[src/hw/step_calc_pkg.sv]
`default_nettype none

package step_calc_pkg;

  localparam int NUM_CH = 249;
  localparam int CH_W = 8;
  localparam int PHASE_W = 8;
  localparam int STEPS_W = 16;

  // latency of each pipeline block, from phase input to rate output
  localparam int FOLD_LAT = 2;
  localparam int DIV_LAT = STEPS_W;
  localparam int DIST_LAT = 2;
  localparam int PIPE_LAT = FOLD_LAT + DIV_LAT + DIST_LAT;

  // width of the drain timer that covers the whole pipeline
  localparam int DRAIN_W = $clog2(PIPE_LAT);

  typedef logic [PHASE_W-1:0] phase_t;
  typedef logic [STEPS_W-1:0] steps_t;
  typedef logic [CH_W-1:0] ch_t;

  typedef enum logic [1:0] {
    CLEAR,
    IDLE,
    RUN,
    DRAIN
  } seq_state_t;

endpackage

`default_nettype wire

[src/hw/channel_counter.sv]
`timescale 1ns/1ps
`default_nettype none

module channel_counter (
  input var CLK,
  input var reset_out,
  input var ch_clear,
  input var ch_step,
  output step_calc_pkg::ch_t ch_idx,
  output logic ch_last,
  input var drain_start,
  output logic drain_done
);

  logic [step_calc_pkg::DRAIN_W-1:0] drain_cnt;
  logic drain_act;

  assign ch_last = (ch_idx == step_calc_pkg::ch_t'(step_calc_pkg::NUM_CH - 1));

  // wraps to zero after the last channel so the next pass starts clean
  always_ff @(posedge CLK) begin
    if (reset_out) begin
      ch_idx <= '0;
    end else if (ch_clear) begin
      ch_idx <= '0;
    end else if (ch_step) begin
      if (ch_last) begin
        ch_idx <= '0;
      end else begin
        ch_idx <= ch_idx + 1'b1;
      end
    end
  end

  assign drain_done = drain_act && (drain_cnt == '0);

  // done is raised on the last of PIPE_LAT drain cycles
  always_ff @(posedge CLK) begin
    if (reset_out) begin
      drain_act <= 1'b0;
      drain_cnt <= '0;
    end else if (drain_start) begin
      drain_act <= 1'b1;
      drain_cnt <= step_calc_pkg::DRAIN_W'(step_calc_pkg::PIPE_LAT - 1);
    end else if (drain_done) begin
      drain_act <= 1'b0;
    end else if (drain_act) begin
      drain_cnt <= drain_cnt - 1'b1;
    end
  end

endmodule

`default_nettype wire

[config.mk]
export PLATFORM = sky130hd
export DESIGN_NAME = channel_counter
export DESIGN_NICKNAME = d
export VERILOG_FILES = /design/src/hw/step_calc_pkg.sv /design/src/hw/channel_counter.sv
export SDC_FILE = /design/constraint.sdc
export NUM_CORES = 1
export LEC_CHECK = 0
export ABC_AREA = 1
export BUFFER_PORTS_ARGS = -buffer_cell sky130_fd_sc_hd__buf_4
export CAP_MARGIN = 25
export CORE_ASPECT_RATIO = 1.2
export CORE_MARGIN = 1
export CORE_UTILIZATION = 35
export CTS_CLUSTER_DIAMETER = 40
export DETAILED_ROUTE_END_ITERATION = 10
export PLACE_DENSITY = 0.55
export REMOVE_ABC_BUFFERS = 1
export SLEW_MARGIN = 20
export SYNTH_ARGS = -nofsm -noshare
export SYNTH_HDL_FRONTEND = slang
export SYNTH_SLANG_ARGS = --single-unit
[constraint.sdc]
create_clock -name CLK -period 2 [get_ports CLK]
set_input_delay 0.1 -clock CLK [delete_from_list [all_inputs] [get_ports CLK]]
set_output_delay 0.1 -clock CLK [all_outputs]
set_load 0.01 [all_outputs]
==> results of run 1 <==
sequential cells by signal, summed over array words and instances (netlist names):
register,flops
drain_cnt,5
ch_idx,8
drain_act,1
per-layer routing:
layer	vias up	global-route usage (%)	share of wire (%)
li1	340	-	-
met4	0	11.1	2.4
met5	-	0	0
met2	12	26.8	50
met3	4	2.12	3.3
met1	285	16.8	44
critical path: cells and delay by family (launching register included):
family                   cells  cell delay, ns
adder cells (fa/ha/maj)      1            0.13
buffers and inverters        3            0.28
flip-flops                   1            0.37
AND/OR/NAND/NOR              1            0.27
through the flow:
stage               setup slack (ns)  instances  util [%]
finish                         0.567        133      45.9
global route                   0.459        133      45.9
CTS                            0.544        133      45.9
detailed placement             0.758        130      44.7
global placement               0.756        130      44.7
floorplan                      0.838         97         -
cell type report:
class	count	area (um2)
multi-input combinational	68	372
tap	19	23.8
inverter	15	56.3
clock buffer	3	22.5
fill	198	1010
timing repair buffer	14	105
sequential	14	280
worst min-delay path by stage:
| stage | start | endpoint | cells after the start |
|---|---|---|---|
| 2_1_floorplan | reset_out | drain_act$_SDFFE_PP0P_ | 1 |
| 3_3_place_gp | reset_out | drain_cnt[4]$_SDFFE_PP0P_ | 2 |
| 3_5_place_dp | reset_out | drain_cnt[4]$_SDFFE_PP0P_ | 2 |
| 4_1_cts | reset_out | drain_cnt[4]$_SDFFE_PP0P_ | 2 |
| 5_1_grt | reset_out | drain_act$_SDFFE_PP0P_ | 2 |
| 6_report | reset_out | drain_cnt[4]$_SDFFE_PP0P_ | 2 |
kinds of logic after synthesis:
family	Yosys count	share of synthesized area [%]
multiplexers	1	1.41
adder cells (fa/ha/maj)	3	5.30
AND/OR/NAND/NOR	53	35.7
buffers and inverters	15	7.95
flip-flops	14	39.6
XOR/XNOR	3	3.71
AO/OA/AOI/OAI	8	6.36
layout by cell type, fill, tap and decap left out, types with 3 or more instances in the layout:
cell type	instances
sky130_fd_sc_hd__inv_1	15
sky130_fd_sc_hd__ha_1	3
sky130_fd_sc_hd__buf_4	14
sky130_fd_sc_hd__nor3_1	4
sky130_fd_sc_hd__clkbuf_4	3
sky130_fd_sc_hd__a21oi_1	6
sky130_fd_sc_hd__dfxtp_1	14
sky130_fd_sc_hd__nand2_1	17
sky130_fd_sc_hd__nor2_1	16
sky130_fd_sc_hd__nand3_1	6
report_power, final:
part | leakage, uW | internal, uW | switching [uW] | total (uW)
Sequential | 0.000114 | 288 | 9.59 | 298
Combinational | 0.000281 | 28.6 | 38.7 | 67.3
Clock | 0.0000138 | 69.8 | 90.4 | 160
Total | 0.000409 | 387 | 139 | 525
==> report_table.html, run 1 <==
<table>
<tr><th>Metric</th><th>Value</th></tr>
<tr><th colspan="2">Run status</th></tr>
<tr><td>Result of the run</td><td>finished, final reports clean</td></tr>
<tr><th colspan="2">STA</th></tr>
<tr><td>Total Negative Setup Slacks</td><td>0 ns</td></tr>
<tr><td>Skew final</td><td>0.000469 ns</td></tr>
<tr><td>Fin crit period</td><td>1.43 ns</td></tr>
<tr><td>Final number of max-transition violations</td><td>0</td></tr>
<tr><td>Hold_ws</td><td>0.0189 ns</td></tr>
<tr><td>Count of final hold-check violations</td><td>0</td></tr>
<tr><td>Final setup violation count</td><td>0</td></tr>
<tr><td>Fmax</td><td>0.698 GHz</td></tr>
<tr><td>Unrepaired setup endpoints after global routing</td><td>false</td></tr>
<tr><td>Fraction of the cycle the final worst path needs</td><td>71.6%</td></tr>
<tr><td>Slew @ Worst Pin</td><td>0.254 ns</td></tr>
<tr><td>Worst relative slew slack</td><td>82.9%</td></tr>
<tr><th colspan="2">Die</th></tr>
<tr><td>Vert. Die Dim</td><td>51.3 um</td></tr>
<tr><td>Ports placed on the boundary</td><td>15</td></tr>
<tr><td>Site Rows</td><td>17</td></tr>
<tr><td>Overall die width</td><td>43.1 um</td></tr>
<tr><td>Core region area</td><td>1870 um2</td></tr>
<tr><td>Die area</td><td>2210 um2</td></tr>
<tr><td>Starting density of the core</td><td>37.8%</td></tr>
<tr><th colspan="2">Logic synthesis</th></tr>
<tr><td>EDFF count, synth</td><td>0</td></tr>
<tr><td>Average footprint of a synthesized cell</td><td>7.30 um2</td></tr>
<tr><td>Top-area cell type share of the netlist area</td><td>39.6%</td></tr>
<tr><td>Sequential area share after synthesis</td><td>39.6%</td></tr>
<tr><td>Ranking of synthesized cells by area</td><td>sky130_fd_sc_hd__dfxtp_1 (40%), sky130_fd_sc_hd__nand2_1 (9.0%), sky130_fd_sc_hd__nor2_1 (8.5%), sky130_fd_sc_hd__inv_1 (8.0%), sky130_fd_sc_hd__ha_1 (5.3%)</td></tr>
<tr><td>Synthesis-stage register bit count</td><td>14</td></tr>
<tr><td>Distinct cell type count of the synthesized netlist</td><td>21</td></tr>
<tr><td>Total number of yosys warnings</td><td>0</td></tr>
<tr><td>Most instantiated cells after synthesis</td><td>sky130_fd_sc_hd__nand2_1 (17), sky130_fd_sc_hd__nor2_1 (16), sky130_fd_sc_hd__inv_1 (15)</td></tr>
<tr><td>Cell count after synthesis</td><td>97</td></tr>
<tr><td>Top-count cell post-synth</td><td>sky130_fd_sc_hd__nand2_1</td></tr>
<tr><td>Async set-or-reset flop fraction in the synthesized netlist</td><td>0%</td></tr>
<tr><td>Post-synthesis cell area</td><td>708 um2</td></tr>
<tr><td>Dominant cell type by area after synthesis</td><td>sky130_fd_sc_hd__dfxtp_1</td></tr>
<tr><td>Top flip-flop cell by instance count after synthesis</td><td>sky130_fd_sc_hd__dfxtp_1</td></tr>
<tr><th colspan="2">Place</th></tr>
<tr><td>GP Congestion</td><td>0.851</td></tr>
<tr><td>Placed Area</td><td>837 um2</td></tr>
<tr><td>Port Buffers</td><td>14</td></tr>
<tr><td>Total half-perimeter wirelength after legalization and detailed placement</td><td>1.09 mm</td></tr>
<tr><th colspan="2">Worst setup path</th></tr>
<tr><td>Worst reg2reg endpoint</td><td>ch_idx[7]$_SDFFE_PP0P_</td></tr>
<tr><td>Worst endpoint required time</td><td>1.90 ns</td></tr>
<tr><td>Crit Path Class</td><td>reg2out</td></tr>
<tr><td>Largest fanout on the critical path</td><td>5</td></tr>
<tr><td>Capturing element of the worst setup path</td><td>ch_last</td></tr>
<tr><td>Start point of the critical path</td><td>ch_idx[0]$_SDFFE_PP0P_</td></tr>
<tr><td>CP Capture Type</td><td>output port</td></tr>
<tr><td>Ordered cell list for the critical path</td><td>inv_1 &gt; ha_1 &gt; inv_1 &gt; nor4_1 &gt; buf_4</td></tr>
<tr><td>CP max stage delay</td><td>0.37 ns</td></tr>
<tr><td>Most frequent cell on the critical path</td><td>sky130_fd_sc_hd__inv_1</td></tr>
<tr><td>Setup slack of the worst register-to-register path</td><td>0.75 ns</td></tr>
<tr><td>Slowest stage cell on the critical path</td><td>sky130_fd_sc_hd__dfxtp_1</td></tr>
<tr><td>Startpoint of the most critical register-to-register path</td><td>ch_idx[0]$_SDFFE_PP0P_</td></tr>
<tr><td>FF-to-FF path depth</td><td>9</td></tr>
<tr><td>Data arrival time at the worst-slack endpoint</td><td>1.33 ns</td></tr>
<tr><td>Nature of the critical path startpoint</td><td>flip-flop</td></tr>
<tr><th colspan="2">Detailed routing</th></tr>
<tr><td>Number of optimization iterations in the first detailed-route pass</td><td>5</td></tr>
<tr><td>Final WL</td><td>1.40 mm</td></tr>
<tr><td>Number of vias per cell</td><td>4.82</td></tr>
<tr><td>Via total after detailed routing</td><td>641</td></tr>
<tr><td>DR WL/cell</td><td>10.5 um</td></tr>
<tr><td>DRC violations left</td><td>0</td></tr>
<tr><td>Detailed Route Iter0 Violations</td><td>10</td></tr>
<tr><td>Post-route ant nets</td><td>0</td></tr>
<tr><th colspan="2">Layout</th></tr>
<tr><td>Fraction of final layout cells with drive strength greater than 1</td><td>21.1%</td></tr>
<tr><td># diodes</td><td>0</td></tr>
<tr><td>Area growth, synth to finish</td><td>21.4%</td></tr>
<tr><td>Final std cell area, no fill</td><td>860 um2</td></tr>
<tr><td>Number of nets in the layout</td><td>124</td></tr>
<tr><th colspan="2">Clock network</th></tr>
<tr><td>Clock latency reported for the late side of the worst-skew pair</td><td>0.28 ns</td></tr>
<tr><td>CTS Root Cell</td><td>sky130_fd_sc_hd__clkbuf_4</td></tr>
<tr><td>CTS Buf Count</td><td>3</td></tr>
<tr><td>Gates resized, CTS repair</td><td>0</td></tr>
<tr><td>Number of buffers inserted for hold repair after clock tree synthesis</td><td>0</td></tr>
<tr><td>CTS tree</td><td>yes</td></tr>
<tr><td>Number of levels in the clock H-tree</td><td>1</td></tr>
<tr><td>Clk pin slew, worst setup/hold paths</td><td>0.08 ns</td></tr>
<tr><td>Buffer levels on the longest clock path</td><td>2</td></tr>
<tr><td>Post-CTS setup repair buffer count</td><td>0</td></tr>
<tr><td>CTS sink cnt</td><td>14</td></tr>
<tr><th colspan="2">Global routing</th></tr>
<tr><td>Number of global-route vias before repair</td><td>607</td></tr>
<tr><td>Global-route wire length before repair</td><td>2.53 mm</td></tr>
<tr><td>Initial antenna violation count</td><td>0</td></tr>
<tr><td>Total Routing Usage GR</td><td>15.4%</td></tr>
<tr><td>Global route total overflow</td><td>0</td></tr>
<tr><td>Maximum number of pins on one net before global-route repair</td><td>9</td></tr>
<tr><th colspan="2">Run</th></tr>
<tr><td>Maxcap violations</td><td>0</td></tr>
<tr><th colspan="2">Power</th></tr>
<tr><td>Power Density</td><td>611 nW/um2</td></tr>
<tr><td>Static power due to leakage</td><td>0.000409 uW</td></tr>
<tr><td>Total power consumption of the routed design</td><td>525 uW</td></tr>
<tr><td>Maximum ir drop on the vdd rail</td><td>0.000276 V</td></tr>
<tr><th colspan="2">Worst hold path</th></tr>
<tr><td>Worst min path class</td><td>in2reg</td></tr>
</table>
(Power assumes the default switching activity.)
==> inputs of run 2 (changes only) <==
Clock period 2 ns to 1.4 ns, I/O delays scaled along.
==> report_table.html, run 2 (same netlist as run 1, synthesis figures left out) <==
<table>
<tr><th>Metric</th><th>Value</th></tr>
<tr><th colspan="2">Power</th></tr>
<tr><td>Static power due to leakage</td><td>0.000427 uW (was 0.000409 uW)</td></tr>
<tr><td>Part of the power in the clock network</td><td>35.4% (was 30.5%)</td></tr>
<tr><td>Relative contribution of combinational cells to total power</td><td>12.8% (about the same)</td></tr>
<tr><td>Switching Power</td><td>204 uW (was 139 uW)</td></tr>
<tr><td>Part of the power in registers</td><td>51.8% (was 56.7%)</td></tr>
<tr><td>Switching share of power</td><td>24.9% (was 26.4%)</td></tr>
<tr><td>Maximum ir drop on the vdd rail</td><td>0.000469 V (was 0.000276 V)</td></tr>
<tr><td>Design internal power</td><td>617 uW (was 387 uW)</td></tr>
<tr><td>Power Density</td><td>901 nW/um2 (was 611 nW/um2)</td></tr>
<tr><th colspan="2">Worst setup path</th></tr>
<tr><td>Setup slack of the worst register-to-register path</td><td>0.19 ns (was 0.75 ns)</td></tr>
<tr><td>Largest fanout on the critical path</td><td>4 (was 5)</td></tr>
<tr><td>CP Capture Type</td><td>output port (unchanged)</td></tr>
<tr><td>Slowest stage cell on the critical path</td><td>sky130_fd_sc_hd__dfxtp_1 (unchanged)</td></tr>
<tr><td>Worst reg2reg endpoint</td><td>ch_idx[7]$_SDFFE_PP0P_ (unchanged)</td></tr>
<tr><td>Startpoint of the most critical register-to-register path</td><td>ch_idx[0]$_SDFFE_PP0P_ (unchanged)</td></tr>
<tr><td>Worst endpoint required time</td><td>1.33 ns (was 1.90 ns)</td></tr>
<tr><td>Ordered cell list for the critical path</td><td>nand2_1 &gt; nor4_2 &gt; buf_4 (was inv_1 &gt; ha_1 &gt; inv_1 &gt; nor4_1 &gt; buf_4)</td></tr>
<tr><td>Crit Path Class</td><td>reg2out (unchanged)</td></tr>
<tr><td>Critical path buffers and inverters</td><td>1 (was 3)</td></tr>
<tr><td>Data arrival time at the worst-slack endpoint</td><td>1.21 ns (was 1.33 ns)</td></tr>
<tr><td>Kind of cell with the highest combined delay on the critical path</td><td>flip-flops (unchanged)</td></tr>
<tr><td>CP max stage delay</td><td>0.40 ns (was 0.37 ns)</td></tr>
<tr><td>FF-to-FF path depth</td><td>9 (unchanged)</td></tr>
<tr><td>Nature of the critical path startpoint</td><td>flip-flop (unchanged)</td></tr>
<tr><th colspan="2">Layout</th></tr>
<tr><td>Area growth, synth to finish</td><td>28.8% (was 21.4%)</td></tr>
<tr><td>Top flop regs</td><td>ch_idx (8), drain_cnt (5), drain_act (1) (unchanged)</td></tr>
<tr><td>Flip-flop count of the largest register after layout</td><td>8 (unchanged)</td></tr>
<tr><td>Layout filler cell count</td><td>199 (was 198)</td></tr>
<tr><td>Most flop-heavy register</td><td>ch_idx (unchanged)</td></tr>
<tr><td>Final core area utilization</td><td>48.7% (was 45.9%)</td></tr>
<tr><td>Most frequent standard cell in the layout excluding fill and tap cells</td><td>sky130_fd_sc_hd__nand2_1 (unchanged)</td></tr>
<tr><td>Number of nets in the layout</td><td>126 (was 124)</td></tr>
<tr><td>Most frequent cells in the layout</td><td>sky130_fd_sc_hd__nand2_1 (17), sky130_fd_sc_hd__nor2_1 (16), sky130_fd_sc_hd__buf_4 (15) (was sky130_fd_sc_hd__nand2_1 (17), sky130_fd_sc_hd__nor2_1 (16), sky130_fd_sc_hd__inv_1 (15))</td></tr>
<tr><td>Register Area</td><td>283 um2 (was 280 um2)</td></tr>
<tr><td># diodes</td><td>0 (unchanged)</td></tr>
<tr><td>Area occupied by multi-input gates</td><td>390 um2 (was 372 um2)</td></tr>
<tr><td>Fraction of final layout cells with drive strength greater than 1</td><td>26.5% (was 21.1%)</td></tr>
<tr><th colspan="2">Detailed routing</th></tr>
<tr><td>Detailed Route Iter0 Violations</td><td>11 (was 10)</td></tr>
<tr><td>Via total after detailed routing</td><td>656 (was 641)</td></tr>
<tr><td>DRC violations left</td><td>0 (unchanged)</td></tr>
<tr><td>Final WL</td><td>1.40 mm (about the same)</td></tr>
<tr><td>DR WL/cell</td><td>10.3 um (was 10.5 um)</td></tr>
<tr><td>Number of optimization iterations in the first detailed-route pass</td><td>5 (unchanged)</td></tr>
<tr><td>Post-route ant nets</td><td>0 (unchanged)</td></tr>
<tr><td>Number of vias per cell</td><td>4.82 (about the same)</td></tr>
<tr><th colspan="2">Die</th></tr>
<tr><td>Core region area</td><td>1870 um2 (unchanged)</td></tr>
<tr><td>Overall die width</td><td>43.1 um (unchanged)</td></tr>
<tr><td>Vert. Die Dim</td><td>51.3 um (unchanged)</td></tr>
<tr><td>Starting density of the core</td><td>37.8% (unchanged)</td></tr>
<tr><td>Site Rows</td><td>17 (unchanged)</td></tr>
<tr><td>Die area</td><td>2210 um2 (unchanged)</td></tr>
<tr><td>Ports placed on the boundary</td><td>15 (unchanged)</td></tr>
<tr><th colspan="2">Worst hold path</th></tr>
<tr><td>Min-delay src</td><td>drain_start (was reset_out)</td></tr>
<tr><td>Hold Path Sink</td><td>drain_cnt[3]$_SDFFE_PP0P_ (was drain_cnt[4]$_SDFFE_PP0P_)</td></tr>
<tr><td>Worst min path class</td><td>in2reg (unchanged)</td></tr>
<tr><td>Number of cells on the worst hold path</td><td>4 (was 2)</td></tr>
<tr><th colspan="2">Place</th></tr>
<tr><td>Worst setup slack after placement</td><td>0.166 ns (was 0.758 ns)</td></tr>
<tr><td>GP Congestion</td><td>0.852 (was 0.851)</td></tr>
<tr><td>Total half-perimeter wirelength after legalization and detailed placement</td><td>1.07 mm (was 1.09 mm)</td></tr>
<tr><td>Port Buffers</td><td>14 (unchanged)</td></tr>
<tr><th colspan="2">Global routing</th></tr>
<tr><td>Global-route wire length before repair</td><td>2.53 mm (about the same)</td></tr>
<tr><td>Initial antenna violation count</td><td>0 (unchanged)</td></tr>
<tr><td>Global route total overflow</td><td>0 (unchanged)</td></tr>
<tr><td>Maximum number of pins on one net before global-route repair</td><td>9 (unchanged)</td></tr>
<tr><td>Number of global-route vias before repair</td><td>635 (was 607)</td></tr>
<tr><td>Total Routing Usage GR</td><td>15.1% (was 15.4%)</td></tr>
<tr><th colspan="2">Clock network</th></tr>
<tr><td>Number of levels in the clock H-tree</td><td>1 (unchanged)</td></tr>
<tr><td>Clock latency reported for the late side of the worst-skew pair</td><td>0.28 ns (about the same)</td></tr>
<tr><td>Clk pin slew, worst setup/hold paths</td><td>0.09 ns (was 0.08 ns)</td></tr>
<tr><td>CTS tree</td><td>yes (unchanged)</td></tr>
<tr><td>CTS Root Cell</td><td>sky130_fd_sc_hd__clkbuf_4 (unchanged)</td></tr>
<tr><td>CTS Buf Count</td><td>3 (unchanged)</td></tr>
<tr><td>Buffer levels on the longest clock path</td><td>2 (unchanged)</td></tr>
<tr><td>CTS sink cnt</td><td>14 (unchanged)</td></tr>
<tr><th colspan="2">Run</th></tr>
<tr><td>Maxcap violations</td><td>0 (unchanged)</td></tr>
<tr><th colspan="2">Run status</th></tr>
<tr><td>Result of the run</td><td>finished, final reports clean (unchanged)</td></tr>
<tr><th colspan="2">STA</th></tr>
<tr><td>Final number of max-transition violations</td><td>0 (unchanged)</td></tr>
<tr><td>Fraction of the cycle the final worst path needs</td><td>91.3%</td></tr>
<tr><td>Count of final hold-check violations</td><td>0 (unchanged)</td></tr>
<tr><td>Total Negative Setup Slacks</td><td>0 ns (unchanged)</td></tr>
<tr><td>Fmax</td><td>0.782 GHz</td></tr>
<tr><td>Fin worst setup slack</td><td>0.121 ns (was 0.567 ns)</td></tr>
<tr><td>Unrepaired setup endpoints after global routing</td><td>false (unchanged)</td></tr>
<tr><td>Slew @ Worst Pin</td><td>0.237 ns (was 0.254 ns)</td></tr>
<tr><td>Fin crit period</td><td>1.28 ns</td></tr>
<tr><td>Skew final</td><td>0.00117 ns (was 0.000469 ns)</td></tr>
<tr><td>Final setup violation count</td><td>0 (unchanged)</td></tr>
<tr><td>Worst relative slew slack</td><td>84.1% (was 82.9%)</td></tr>
</table>
[run 2: cell types whose count changed in the layout (fill, tap and decap cells not counted), sizes merged]
cell,delta
buf,+1
clkbuf,+1
dlygate4sd3,+1
[run 2: through the flow]
stage                     total power [uW]  std cells  hold WS, ns  cell area (um2)
final                                  822        136       0.0500              912
after global routing                   868        136       0.0684              912
after CTS                              823        136       0.0443              898
after detailed placement               529        131        0.284              845
after global placement                 528        131        0.287              845
after floorplan                        496         97        0.139              708
[run 2: power by group through the flow]
stage	clock, uW	combinational [uW]	sequential [uW]
final	291	105	426
after global routing	319	121	429
after CTS	300	97.8	425
after detailed placement	0	94.8	434
after global placement	0	94.2	434
after floorplan	0	64.3	432
[run 2: worst register-to-register path, cell delays in order (launching register included)]
cell and delay, ns:
sky130_fd_sc_hd__dfxtp_2 0.38, sky130_fd_sc_hd__inv_1 0.05, sky130_fd_sc_hd__ha_1 0.18, sky130_fd_sc_hd__inv_1 0.08, sky130_fd_sc_hd__nor2_1 0.05, sky130_fd_sc_hd__nand3_1 0.08
sky130_fd_sc_hd__nand2_2 0.13, sky130_fd_sc_hd__inv_1 0.08, sky130_fd_sc_hd__nand2_1 0.04, sky130_fd_sc_hd__nor2_1 0.08
[run 2: area by class of cell]
class | count | share of cell area (%)
Tap cell | 19 | 2.61
Clock buffer | 4 | 3.98
Sequential cell | 14 | 31.0
Inverter | 15 | 6.17
Multi-Input combinational cell | 68 | 42.8
Timing Repair Buffer | 16 | 13.4
[run 2: what timing repair did]
item | 4_1_cts | 5_1_grt
endpoints found under the hold margin | 3 | 0
endpoints found under the setup margin | 1 | 2
gates resized for setup | 2 | 4
hold buffers | 1 | 0
gates cloned | 0 | 0
pin swaps | 0 | 2
setup buffers | 0 | 0
[run 2: routing by layer]
layer	routed length, um	share of wire [%]	global-route usage (%)	up-vias
met1	613	44	16.1	298
met3	46	3.3	2.12	2
li1	-	-	-	348
met5	0	0	0	-
met4	17	1.2	9.60	0
met2	723	52	27.3	8
[run 2: worst max-delay path by stage]
stage	slack (ns)	from	cells past startpoint	endpoint
after floorplan	0.24	ch_idx[0]$_SDFFE_PP0P_	9	ch_idx[7]$_SDFFE_PP0P_
after global placement	0.16	ch_idx[0]$_SDFFE_PP0P_	7	ch_idx[0]$_SDFFE_PP0P_
after detailed placement	0.17	ch_idx[0]$_SDFFE_PP0P_	9	ch_idx[7]$_SDFFE_PP0P_
after CTS	0.01	ch_idx[1]$_SDFFE_PP0P_	5	ch_last
after global routing	0.0008	ch_idx[3]$_SDFFE_PP0P_	3	ch_last
final	0.12	ch_idx[3]$_SDFFE_PP0P_	3	ch_last
